**src/rtl/nora_macros.svh**
```systemverilog
// ====================
// bus timing, slave windows and reset values
// include wherever phases or offsets are decoded
// ====================
`ifndef NORA_MACROS_SVH
`define NORA_MACROS_SVH

`define NORA_PHASE_LEN       6          // clk6x cycles per cpu cycle
`define NORA_PH_LATCH_AD     1          // capture address and rwn
`define NORA_PH_SETUP_CS     2          // raise slave request
`define NORA_PH_PHI2_RISE    3          // phi2 high from here to cycle end
`define NORA_PH_RELEASE_WR   4          // write commit / read capture
`define NORA_PH_RELEASE_CS   5          // last count of the access

`define NORA_VIA1_BASE       16'h9F00   // 16-byte windows
`define NORA_SCRB_BASE       16'h9F50

`define NORA_VIA_ORB         0
`define NORA_VIA_ORA         1
`define NORA_VIA_DDRB        2
`define NORA_VIA_DDRA        3
`define NORA_SCRB_RAMBANK    0
`define NORA_SCRB_IRQCTL     1

`define NORA_RAMBANK_RESET   8'h7F      // 128 banks after reset
`define NORA_UNMAPPED_DATA   8'hFF      // idle bus value

`endif

```
**src/rtl/cpu_bus_pkg.sv**
```systemverilog
// ====================
// cpu side types, imported by the phaser, decoder and slaves
// ====================
`default_nettype none

package cpu_bus_pkg;

    // 16-bit 65xx address
    typedef logic [15:0] cpu_addr_t;

    // one data byte on the cpu bus
    typedef logic [7:0] cpu_byte_t;

    // position inside the six-phase cpu cycle,
    // 0..5 while running, held at 0 when stopped
    typedef logic [2:0] phase_t;

endpackage : cpu_bus_pkg

`default_nettype wire

```
**src/rtl/nora_slv_pkg.sv**
```systemverilog
// ====================
// internal slave bus types, decoder to via and sysregs
// ====================
`default_nettype none

package nora_slv_pkg;

    // which internal window the latched address hits
    typedef enum logic [1:0] {
        SLV_NONE = 2'd0,        // unmapped, reads return idle value
        SLV_VIA1 = 2'd1,        // gpio block
        SLV_SCRB = 2'd2         // system registers
    } slv_sel_t;

    // register offset, low address nibble
    typedef logic [3:0] slv_offs_t;

endpackage : nora_slv_pkg

`default_nettype wire

```
**src/rtl/cpu_phaser.sv**
```systemverilog
// ====================
// six-phase cpu clock and bus strobes from clk6x
// run_i stalls the cpu at a cycle boundary
// ====================
`default_nettype none
`include "nora_macros.svh"

module cpu_phaser
    import cpu_bus_pkg::*;
(
    input  logic clk6x,
    input  logic rst_n_i,
    input  logic run_i,             // low = stop at next cycle end
    output logic cpu_phi2_o,
    output logic latch_ad_o,
    output logic setup_cs_o,
    output logic release_wr_o,
    output logic release_cs_o,
    output logic stopped_o
);

    phase_t cnt;                    // current phase
    phase_t cnt_nxt;
    logic   stop_nxt;

    always_comb
    begin
        cnt_nxt  = cnt + phase_t'(1);
        stop_nxt = stopped_o;
        if (cnt == phase_t'(`NORA_PHASE_LEN - 1))
        begin
            cnt_nxt  = '0;          // wrap
            stop_nxt = ~run_i;      // only sample point while running
        end
        else if (stopped_o)
        begin
            // parked at 0, restart straight into count 1
            cnt_nxt  = run_i ? phase_t'(1) : '0;
            stop_nxt = ~run_i;
        end
    end

    // strobes decoded from next count, so they sit on their own count
    always_ff @(posedge clk6x or negedge rst_n_i)
    begin
        if (!rst_n_i)
        begin
            cnt          <= '0;
            stopped_o    <= 1'b1;   // stay parked until run_i
            cpu_phi2_o   <= 1'b0;
            latch_ad_o   <= 1'b0;
            setup_cs_o   <= 1'b0;
            release_wr_o <= 1'b0;
            release_cs_o <= 1'b0;
        end
        else
        begin
            cnt          <= cnt_nxt;
            stopped_o    <= stop_nxt;
            cpu_phi2_o   <= (cnt_nxt >= phase_t'(`NORA_PH_PHI2_RISE));
            latch_ad_o   <= (cnt_nxt == phase_t'(`NORA_PH_LATCH_AD));
            setup_cs_o   <= (cnt_nxt == phase_t'(`NORA_PH_SETUP_CS));
            release_wr_o <= (cnt_nxt == phase_t'(`NORA_PH_RELEASE_WR));
            release_cs_o <= (cnt_nxt == phase_t'(`NORA_PH_RELEASE_CS));
        end
    end

endmodule

`default_nettype wire

```
**src/rtl/io_decoder.sv**
```systemverilog
// ====================
// latches the cpu access, selects a slave window,
// commits writes and returns read data on the phaser strobes
// ====================
`default_nettype none
`include "nora_macros.svh"

module io_decoder
    import cpu_bus_pkg::*, nora_slv_pkg::*;
(
    input  logic      clk6x,
    input  logic      rst_n_i,
    input  cpu_addr_t cpu_addr_i,
    input  logic      cpu_rwn_i,        // 1 = read
    input  cpu_byte_t cpu_data_i,
    input  logic      latch_ad_i,
    input  logic      setup_cs_i,
    input  logic      release_wr_i,
    input  logic      release_cs_i,
    input  cpu_byte_t via_rdata_i,      // zero when not selected
    input  cpu_byte_t scrb_rdata_i,
    output cpu_byte_t cpu_data_o,
    output slv_offs_t slv_offs_o,
    output cpu_byte_t slv_wdata_o,
    output logic      slv_wr_valid_o,
    output logic      req_via_o,
    output logic      req_scrb_o
);

    cpu_addr_t   addr_r;                // latched at latch_ad
    logic        rwn_r;
    logic [11:0] addr_win;              // window part of address
    slv_sel_t    sel;
    cpu_byte_t   rd_byte;

    assign addr_win   = addr_r[15:4];
    assign slv_offs_o = addr_r[3:0];

    always_comb
    begin
        if (addr_win == 12'(`NORA_VIA1_BASE >> 4))
            sel = SLV_VIA1;
        else if (addr_win == 12'(`NORA_SCRB_BASE >> 4))
            sel = SLV_SCRB;
        else
            sel = SLV_NONE;
    end

    // slaves already gate their returns, so a plain or is enough
    assign rd_byte = (req_via_o || req_scrb_o) ? (via_rdata_i | scrb_rdata_i)
                                               : cpu_byte_t'(`NORA_UNMAPPED_DATA);

    // address, direction and write data follow the strobes
    always_ff @(posedge clk6x)
    begin
        if (latch_ad_i)
        begin
            addr_r <= cpu_addr_i;
            rwn_r  <= cpu_rwn_i;
        end
        if (release_wr_i && !rwn_r)
            slv_wdata_o <= cpu_data_i;  // cpu data valid late in phi2
    end

    always_ff @(posedge clk6x or negedge rst_n_i)
    begin
        if (!rst_n_i)
        begin
            req_via_o      <= 1'b0;
            req_scrb_o     <= 1'b0;
            slv_wr_valid_o <= 1'b0;
            cpu_data_o     <= cpu_byte_t'(`NORA_UNMAPPED_DATA);
        end
        else
        begin
            slv_wr_valid_o <= release_wr_i && !rwn_r;   // one cycle, lands in count 5
            if (setup_cs_i)
            begin
                req_via_o  <= (sel == SLV_VIA1);
                req_scrb_o <= (sel == SLV_SCRB);
            end
            else if (release_cs_i)
            begin
                req_via_o  <= 1'b0;     // low from count 0
                req_scrb_o <= 1'b0;
            end
            if (release_wr_i && rwn_r)
                cpu_data_o <= rd_byte;  // held until next read
        end
    end

endmodule

`default_nettype wire

```
**src/rtl/nora_core.sv**
```systemverilog
// ====================
// cpu side core, phaser drives the decoder which drives the slaves
// ====================
`default_nettype none

module nora_core
    import cpu_bus_pkg::*, nora_slv_pkg::*;
(
    input  logic      clk6x,
    input  logic      rst_n_i,
    input  logic      run_i,
    input  cpu_addr_t cpu_addr_i,
    input  logic      cpu_rwn_i,
    input  cpu_byte_t cpu_data_i,
    input  logic      virq_n_i,
    input  cpu_byte_t gpio_a_i,
    input  cpu_byte_t gpio_b_i,
    output cpu_byte_t cpu_data_o,
    output logic      cpu_phi2_o,
    output logic      stopped_o,
    output logic      cpu_irq_n_o,
    output cpu_byte_t gpio_a_o,
    output cpu_byte_t gpio_a_dir_o,
    output cpu_byte_t gpio_b_o,
    output cpu_byte_t gpio_b_dir_o,
    output cpu_byte_t rambank_mask_o
);

    logic      latch_ad, setup_cs, release_wr, release_cs;  // phaser strobes
    slv_offs_t slv_offs;
    cpu_byte_t slv_wdata;
    logic      slv_wr_valid;
    logic      req_via, req_scrb;
    cpu_byte_t via_rdata, scrb_rdata;   // gated per slave

    cpu_phaser u_phaser (
        .clk6x        (clk6x),
        .rst_n_i      (rst_n_i),
        .run_i        (run_i),
        .cpu_phi2_o   (cpu_phi2_o),
        .latch_ad_o   (latch_ad),
        .setup_cs_o   (setup_cs),
        .release_wr_o (release_wr),
        .release_cs_o (release_cs),
        .stopped_o    (stopped_o)
    );

    io_decoder u_decoder (
        .clk6x          (clk6x),
        .rst_n_i        (rst_n_i),
        .cpu_addr_i     (cpu_addr_i),
        .cpu_rwn_i      (cpu_rwn_i),
        .cpu_data_i     (cpu_data_i),
        .latch_ad_i     (latch_ad),
        .setup_cs_i     (setup_cs),
        .release_wr_i   (release_wr),
        .release_cs_i   (release_cs),
        .via_rdata_i    (via_rdata),
        .scrb_rdata_i   (scrb_rdata),
        .cpu_data_o     (cpu_data_o),
        .slv_offs_o     (slv_offs),
        .slv_wdata_o    (slv_wdata),
        .slv_wr_valid_o (slv_wr_valid),
        .req_via_o      (req_via),
        .req_scrb_o     (req_scrb)
    );

    simple_via u_via1 (
        .clk6x        (clk6x),
        .rst_n_i      (rst_n_i),
        .req_i        (req_via),
        .wr_valid_i   (slv_wr_valid),
        .offs_i       (slv_offs),
        .wdata_i      (slv_wdata),
        .gpio_a_i     (gpio_a_i),
        .gpio_b_i     (gpio_b_i),
        .rdata_o      (via_rdata),
        .gpio_a_o     (gpio_a_o),
        .gpio_a_dir_o (gpio_a_dir_o),
        .gpio_b_o     (gpio_b_o),
        .gpio_b_dir_o (gpio_b_dir_o)
    );

    sysregs u_scrb (
        .clk6x          (clk6x),
        .rst_n_i        (rst_n_i),
        .req_i          (req_scrb),
        .wr_valid_i     (slv_wr_valid),
        .offs_i         (slv_offs),
        .wdata_i        (slv_wdata),
        .virq_n_i       (virq_n_i),
        .rdata_o        (scrb_rdata),
        .rambank_mask_o (rambank_mask_o),
        .cpu_irq_n_o    (cpu_irq_n_o)
    );

endmodule

`default_nettype wire

```
**src/rtl/simple_via.sv**
```systemverilog
// ====================
// reduced 65c22, two gpio ports with direction registers
// sits in the via1 window of the decoder
// ====================
`default_nettype none
`include "nora_macros.svh"

module simple_via
    import cpu_bus_pkg::*, nora_slv_pkg::*;
(
    input  logic      clk6x,
    input  logic      rst_n_i,
    input  logic      req_i,            // window selected
    input  logic      wr_valid_i,       // write commit pulse
    input  slv_offs_t offs_i,
    input  cpu_byte_t wdata_i,
    input  cpu_byte_t gpio_a_i,         // pin levels
    input  cpu_byte_t gpio_b_i,
    output cpu_byte_t rdata_o,
    output cpu_byte_t gpio_a_o,
    output cpu_byte_t gpio_a_dir_o,     // 1 = output
    output cpu_byte_t gpio_b_o,
    output cpu_byte_t gpio_b_dir_o
);

    cpu_byte_t ora, orb;
    cpu_byte_t ddra, ddrb;
    cpu_byte_t port_a, port_b;          // what a port read sees

    always_ff @(posedge clk6x or negedge rst_n_i)
    begin
        if (!rst_n_i)
        begin
            ora  <= '0;
            orb  <= '0;
            ddra <= '0;                 // all pins input
            ddrb <= '0;
        end
        else if (req_i && wr_valid_i)
        begin
            case (offs_i)
                slv_offs_t'(`NORA_VIA_ORB):  orb  <= wdata_i;
                slv_offs_t'(`NORA_VIA_ORA):  ora  <= wdata_i;
                slv_offs_t'(`NORA_VIA_DDRB): ddrb <= wdata_i;
                slv_offs_t'(`NORA_VIA_DDRA): ddra <= wdata_i;
                default: ;              // timers etc. not present
            endcase
        end
    end

    // driven pins read back the register and input pins read the pin level
    assign port_a = (ora & ddra) | (gpio_a_i & ~ddra);
    assign port_b = (orb & ddrb) | (gpio_b_i & ~ddrb);

    always_comb
    begin
        rdata_o = '0;                   // unselected or unused offset
        if (req_i)
        begin
            case (offs_i)
                slv_offs_t'(`NORA_VIA_ORB):  rdata_o = port_b;
                slv_offs_t'(`NORA_VIA_ORA):  rdata_o = port_a;
                slv_offs_t'(`NORA_VIA_DDRB): rdata_o = ddrb;
                slv_offs_t'(`NORA_VIA_DDRA): rdata_o = ddra;
                default:                     rdata_o = '0;
            endcase
        end
    end

    assign gpio_a_o     = ora;
    assign gpio_a_dir_o = ddra;
    assign gpio_b_o     = orb;
    assign gpio_b_dir_o = ddrb;

endmodule

`default_nettype wire

```
**src/rtl/sysregs.sv**
```systemverilog
// ====================
// system registers, ram bank mask and irq force/block
// ====================
`default_nettype none
`include "nora_macros.svh"

module sysregs
    import cpu_bus_pkg::*, nora_slv_pkg::*;
(
    input  logic      clk6x,
    input  logic      rst_n_i,
    input  logic      req_i,
    input  logic      wr_valid_i,
    input  slv_offs_t offs_i,
    input  cpu_byte_t wdata_i,
    input  logic      virq_n_i,         // irq from video side, active low
    output cpu_byte_t rdata_o,
    output cpu_byte_t rambank_mask_o,
    output logic      cpu_irq_n_o
);

    logic [1:0] irqctl;                 // [0] force, [1] block

    always_ff @(posedge clk6x or negedge rst_n_i)
    begin
        if (!rst_n_i)
        begin
            rambank_mask_o <= cpu_byte_t'(`NORA_RAMBANK_RESET);
            irqctl         <= '0;
        end
        else if (req_i && wr_valid_i)
        begin
            if (offs_i == slv_offs_t'(`NORA_SCRB_RAMBANK))
                rambank_mask_o <= wdata_i;
            if (offs_i == slv_offs_t'(`NORA_SCRB_IRQCTL))
                irqctl <= wdata_i[1:0];     // upper bits not stored
        end
    end

    always_comb
    begin
        rdata_o = '0;
        if (req_i && offs_i == slv_offs_t'(`NORA_SCRB_RAMBANK))
            rdata_o = rambank_mask_o;
        else if (req_i && offs_i == slv_offs_t'(`NORA_SCRB_IRQCTL))
            rdata_o = {6'b0, irqctl};
    end

    // block wins over both the external line and force
    assign cpu_irq_n_o = ~(~irqctl[1] & (~virq_n_i | irqctl[0]));

endmodule

`default_nettype wire

```
**config.mk**
```make
export PLATFORM = sky130hd
export DESIGN_NAME = nora_core
export DESIGN_NICKNAME = d
export VERILOG_FILES = /design/src/rtl/cpu_bus_pkg.sv /design/src/rtl/nora_slv_pkg.sv /design/src/rtl/cpu_phaser.sv /design/src/rtl/io_decoder.sv /design/src/rtl/nora_core.sv /design/src/rtl/simple_via.sv /design/src/rtl/sysregs.sv
export VERILOG_INCLUDE_DIRS = /design/src /design/src/rtl
export SDC_FILE = /design/constraint.sdc
export NUM_CORES = 1
export LEC_CHECK = 0
export BUFFER_PORTS_ARGS = -buffer_cell sky130_fd_sc_hd__buf_4
export CAP_MARGIN = 10
export CORE_MARGIN = 2
export CORE_UTILIZATION = 45
export CTS_CLUSTER_SIZE = 40
export DETAILED_ROUTE_END_ITERATION = 10
export HOLD_SLACK_MARGIN = 0.08
export PLACE_DENSITY = 0.72
export SKIP_CTS_REPAIR_TIMING = 1
export SLEW_MARGIN = 20
export SYNTH_ARGS = -nofsm -noshare
export SYNTH_HDL_FRONTEND = slang
export SYNTH_SLANG_ARGS = --single-unit
```
**constraint.sdc**
```tcl
create_clock -name clk6x -period 1.76 [get_ports clk6x]
set_clock_uncertainty 0.05 [all_clocks]
set_input_delay 0 -clock clk6x [delete_from_list [all_inputs] [get_ports clk6x]]
set_output_delay 0 -clock clk6x [all_outputs]
set_load 0.01 [all_outputs]
```
==> metrics.csv <==
metric;value;unit
IO Port Bufs;95;
die height;94.2;um
run status;complete, but fails checks;
Net Count, Synth;299;
clk_lat worst skew;0.35;ns
DR DRC count;0;
highest metal used;met4;
Power Dens Cells;859;nW/um^2
antenna cells;0;
Syn Area/Cell;14.5;sq um
antenna viol nets, final;0;
multi-input logic area;1390;sq um
TritonCTS buffer count;9;
DRT iter0 DRCs;118;
Seq/Total Area, Yosys;63.5;%
worst endpoint required time;1.95;ns
Synth area leader;dfrtp_1;
Post-Synthesis Cells;252;
met2 WL;4.91;mm
Min-Delay Path Class;in2reg;
fin nets;452;
CTS HTree Levels;3;
Crit Path Class;reg2reg;
wire per inst;18.7;um
worst-path fanout max;8;
fin crit share;108;%
Synth Cell Area;3660;sq um
Yosys top cell area share;31.5;%
Max-slew headroom;48.5;%
DP HPWL;6.59;mm
Die Wd;94.2;um
CTS Root Cell;clkbuf_8;
post-route met1 wirelength;4.03;mm
Max Cap Viol;0;
clk buf depth;2;
Final WS setup;-0.147;ns
Ys Warns;0;
Sinks on Clock Net;87;
total track usage;21.5;%
CP endpoint kind;register;
synth top area cells;dfrtp_1 (31%), edfxtp_1 (21%), dfstp_2 (11%);
failing checks;setup timing;
Reg area;2320;sq um
final setup TNS;-2.72;ns
total gr overflow;0;
vias per inst;5.29;
Worst R2R Setup Slack;-0.15;ns
minimum clock period;1.91;ns
initial antenna violation count;0;
Pins Over Slew Limit;0;
ys async rst share;71.3;%
FMAX;524;MHz
final setup fails;47;
RD Place Congestion;0.832;
via count;2708;
P_leak;0.00240;uW
die footprint;8860;sq um
initial core utilization;46.8;%
Yosys reg bits;87;
vias in the first global route;2664;
most used flip-flop cell after synthesis;dfrtp_1;
Worst Path Arrival;2.10;ns
final hold violation count;0;
top post-synthesis cells by count;dfrtp_1 (46), mux2_2 (34), edfxtp_1 (25), mux2i_1 (24), nor2_1 (22);
synthesis-to-finish area growth;43.3;%
first-pass GRT wire length;14.0;mm
layout cells sized above 1;50.7;%
worst-margin pin slew;0.772;ns
Worst IR Drop VDD;0.495;mV
Worst setup SP type;register;
core area;7810;sq um
RSZ-0062 raised after global routing;true;
most common cell in the netlist;dfrtp_1;
row count;32;
metal3 WL;513;um
EDFF count, synth;25;
Routed WL;9.60;mm
largest net degree at the start of global routing;63;
Clk pin slew, worst setup/hold paths;0.09;ns
Post-Layout Cell Count;512;
TritonCTS clock tree;done;
synth unique cells;37;
DR pass1 iterations;4;
Layout fillers;560;
I/O pin count;96;
dpl cells;465;
-- where the power goes --
group | internal (uW) | total, uW | switching [uW]
logic | 389 | 819 | 430
clock network | 515 | 1240 | 722
registers | 2320 | 2450 | 128
-- worst max-delay path, cell delays in order, from the launching register on --
cell	delay (ns)
edfxtp_1	0.42
or4_4	0.56
buf_6	0.16
nor2_4	0.13
buf_12	0.14
mux2_2	0.33
-- final cells by class --
| class | count | area share (%) |
|---|---|---|
| sequential | 87 | 44.3 |
| multi-input combinational | 157 | 26.4 |
| tap | 102 | 2.43 |
| clock buffer | 9 | 2.36 |
| clock inverter | 7 | 0.931 |
| inverter | 3 | 0.215 |
| timing repair buffer | 147 | 23.3 |
-- flip-flops by register name, indices dropped and copies added, names as in the netlist, 2 cells and up --
name / count
u_via1.gpio_b_dir_o: 8
u_decoder.slv_wdata_o: 8
u_decoder.cpu_data_o: 8
u_phaser.cnt: 3
u_scrb.irqctl: 2
u_scrb.rambank_mask_o: 8
u_decoder.addr_r: 16
u_via1.gpio_a_o: 8
u_via1.gpio_a_dir_o: 8
u_via1.gpio_b_o: 8
-- layout by cell type, fill, tap and decap left out, drive strengths merged, types with 2 or more instances in the layout --
master,Yosys,final
nor3b,3,3
dfrtp,46,46
dfstp,16,16
clkbuf,1,9
o21ai,9,9
a21o,2,2
clkinv,0,5
edfxtp,25,25
buf,4,120
inv,3,4
o22ai,8,8
ha,2,2
a221oi,2,2
mux2i,24,24
or4,2,2
nor2b,2,2
dlygate4sd3,0,27
nand2,6,6
mux2,42,42
a21oi,18,18
or3b,2,2
nor2,26,26
-- through the flow --
| step | util (%) | cell area (sq um) | hold WS (ns) | setup slack (ns) | power, uW |
|---|---|---|---|---|---|
| 2_1_floorplan | - | 3670 | -0.346 | -0.0177 | 2830 |
| 3_3_place_gp | 59.5 | 4650 | 0.0721 | -0.110 | 3170 |
| 3_5_place_dp | 59.5 | 4650 | 0.0770 | -0.167 | 3200 |
| 4_1_cts | 61.7 | 4820 | -0.308 | -0.184 | 4420 |
| 5_1_grt | 67.1 | 5240 | 0.107 | -0.161 | 4710 |
| 6_report | 67.1 | 5240 | 0.105 | -0.147 | 4500 |
-- per-layer routing --
metal / vias up / global-route usage (%)
li1: 1231 / -
met1: 1367 / 28.7
met2: 97 / 35.7
met3: 13 / 3.05
met4: 0 / 8.21
met5: - / 0
-- kinds of logic after synthesis --
kind of cell,Yosys count,share of synthesized area [%]
flops,87,63.5
mux,66,20.3
simple gates,48,7.90
compound gates,41,6.47
buf+inv,8,1.13
fa+ha+maj,2,0.684
-- path summary, 6_finish.rpt --
kind                                         start                       to  cells after the start
setup / recovery               u_decoder.addr_r[1]       u_via1.gpio_b_o[7]                      5
hold / removal                         gpio_a_i[6]  u_decoder.cpu_data_o[6]                      5
setup reg to reg               u_decoder.addr_r[1]       u_via1.gpio_b_o[7]                      5
hold reg to reg            u_decoder.cpu_data_o[1]  u_decoder.cpu_data_o[1]                      2
max in group asynchronous                  rst_n_i         u_scrb.irqctl[1]                      2
min in group asynchronous                  rst_n_i       u_via1.gpio_a_o[5]                      2
(Power assumes the default switching activity.)
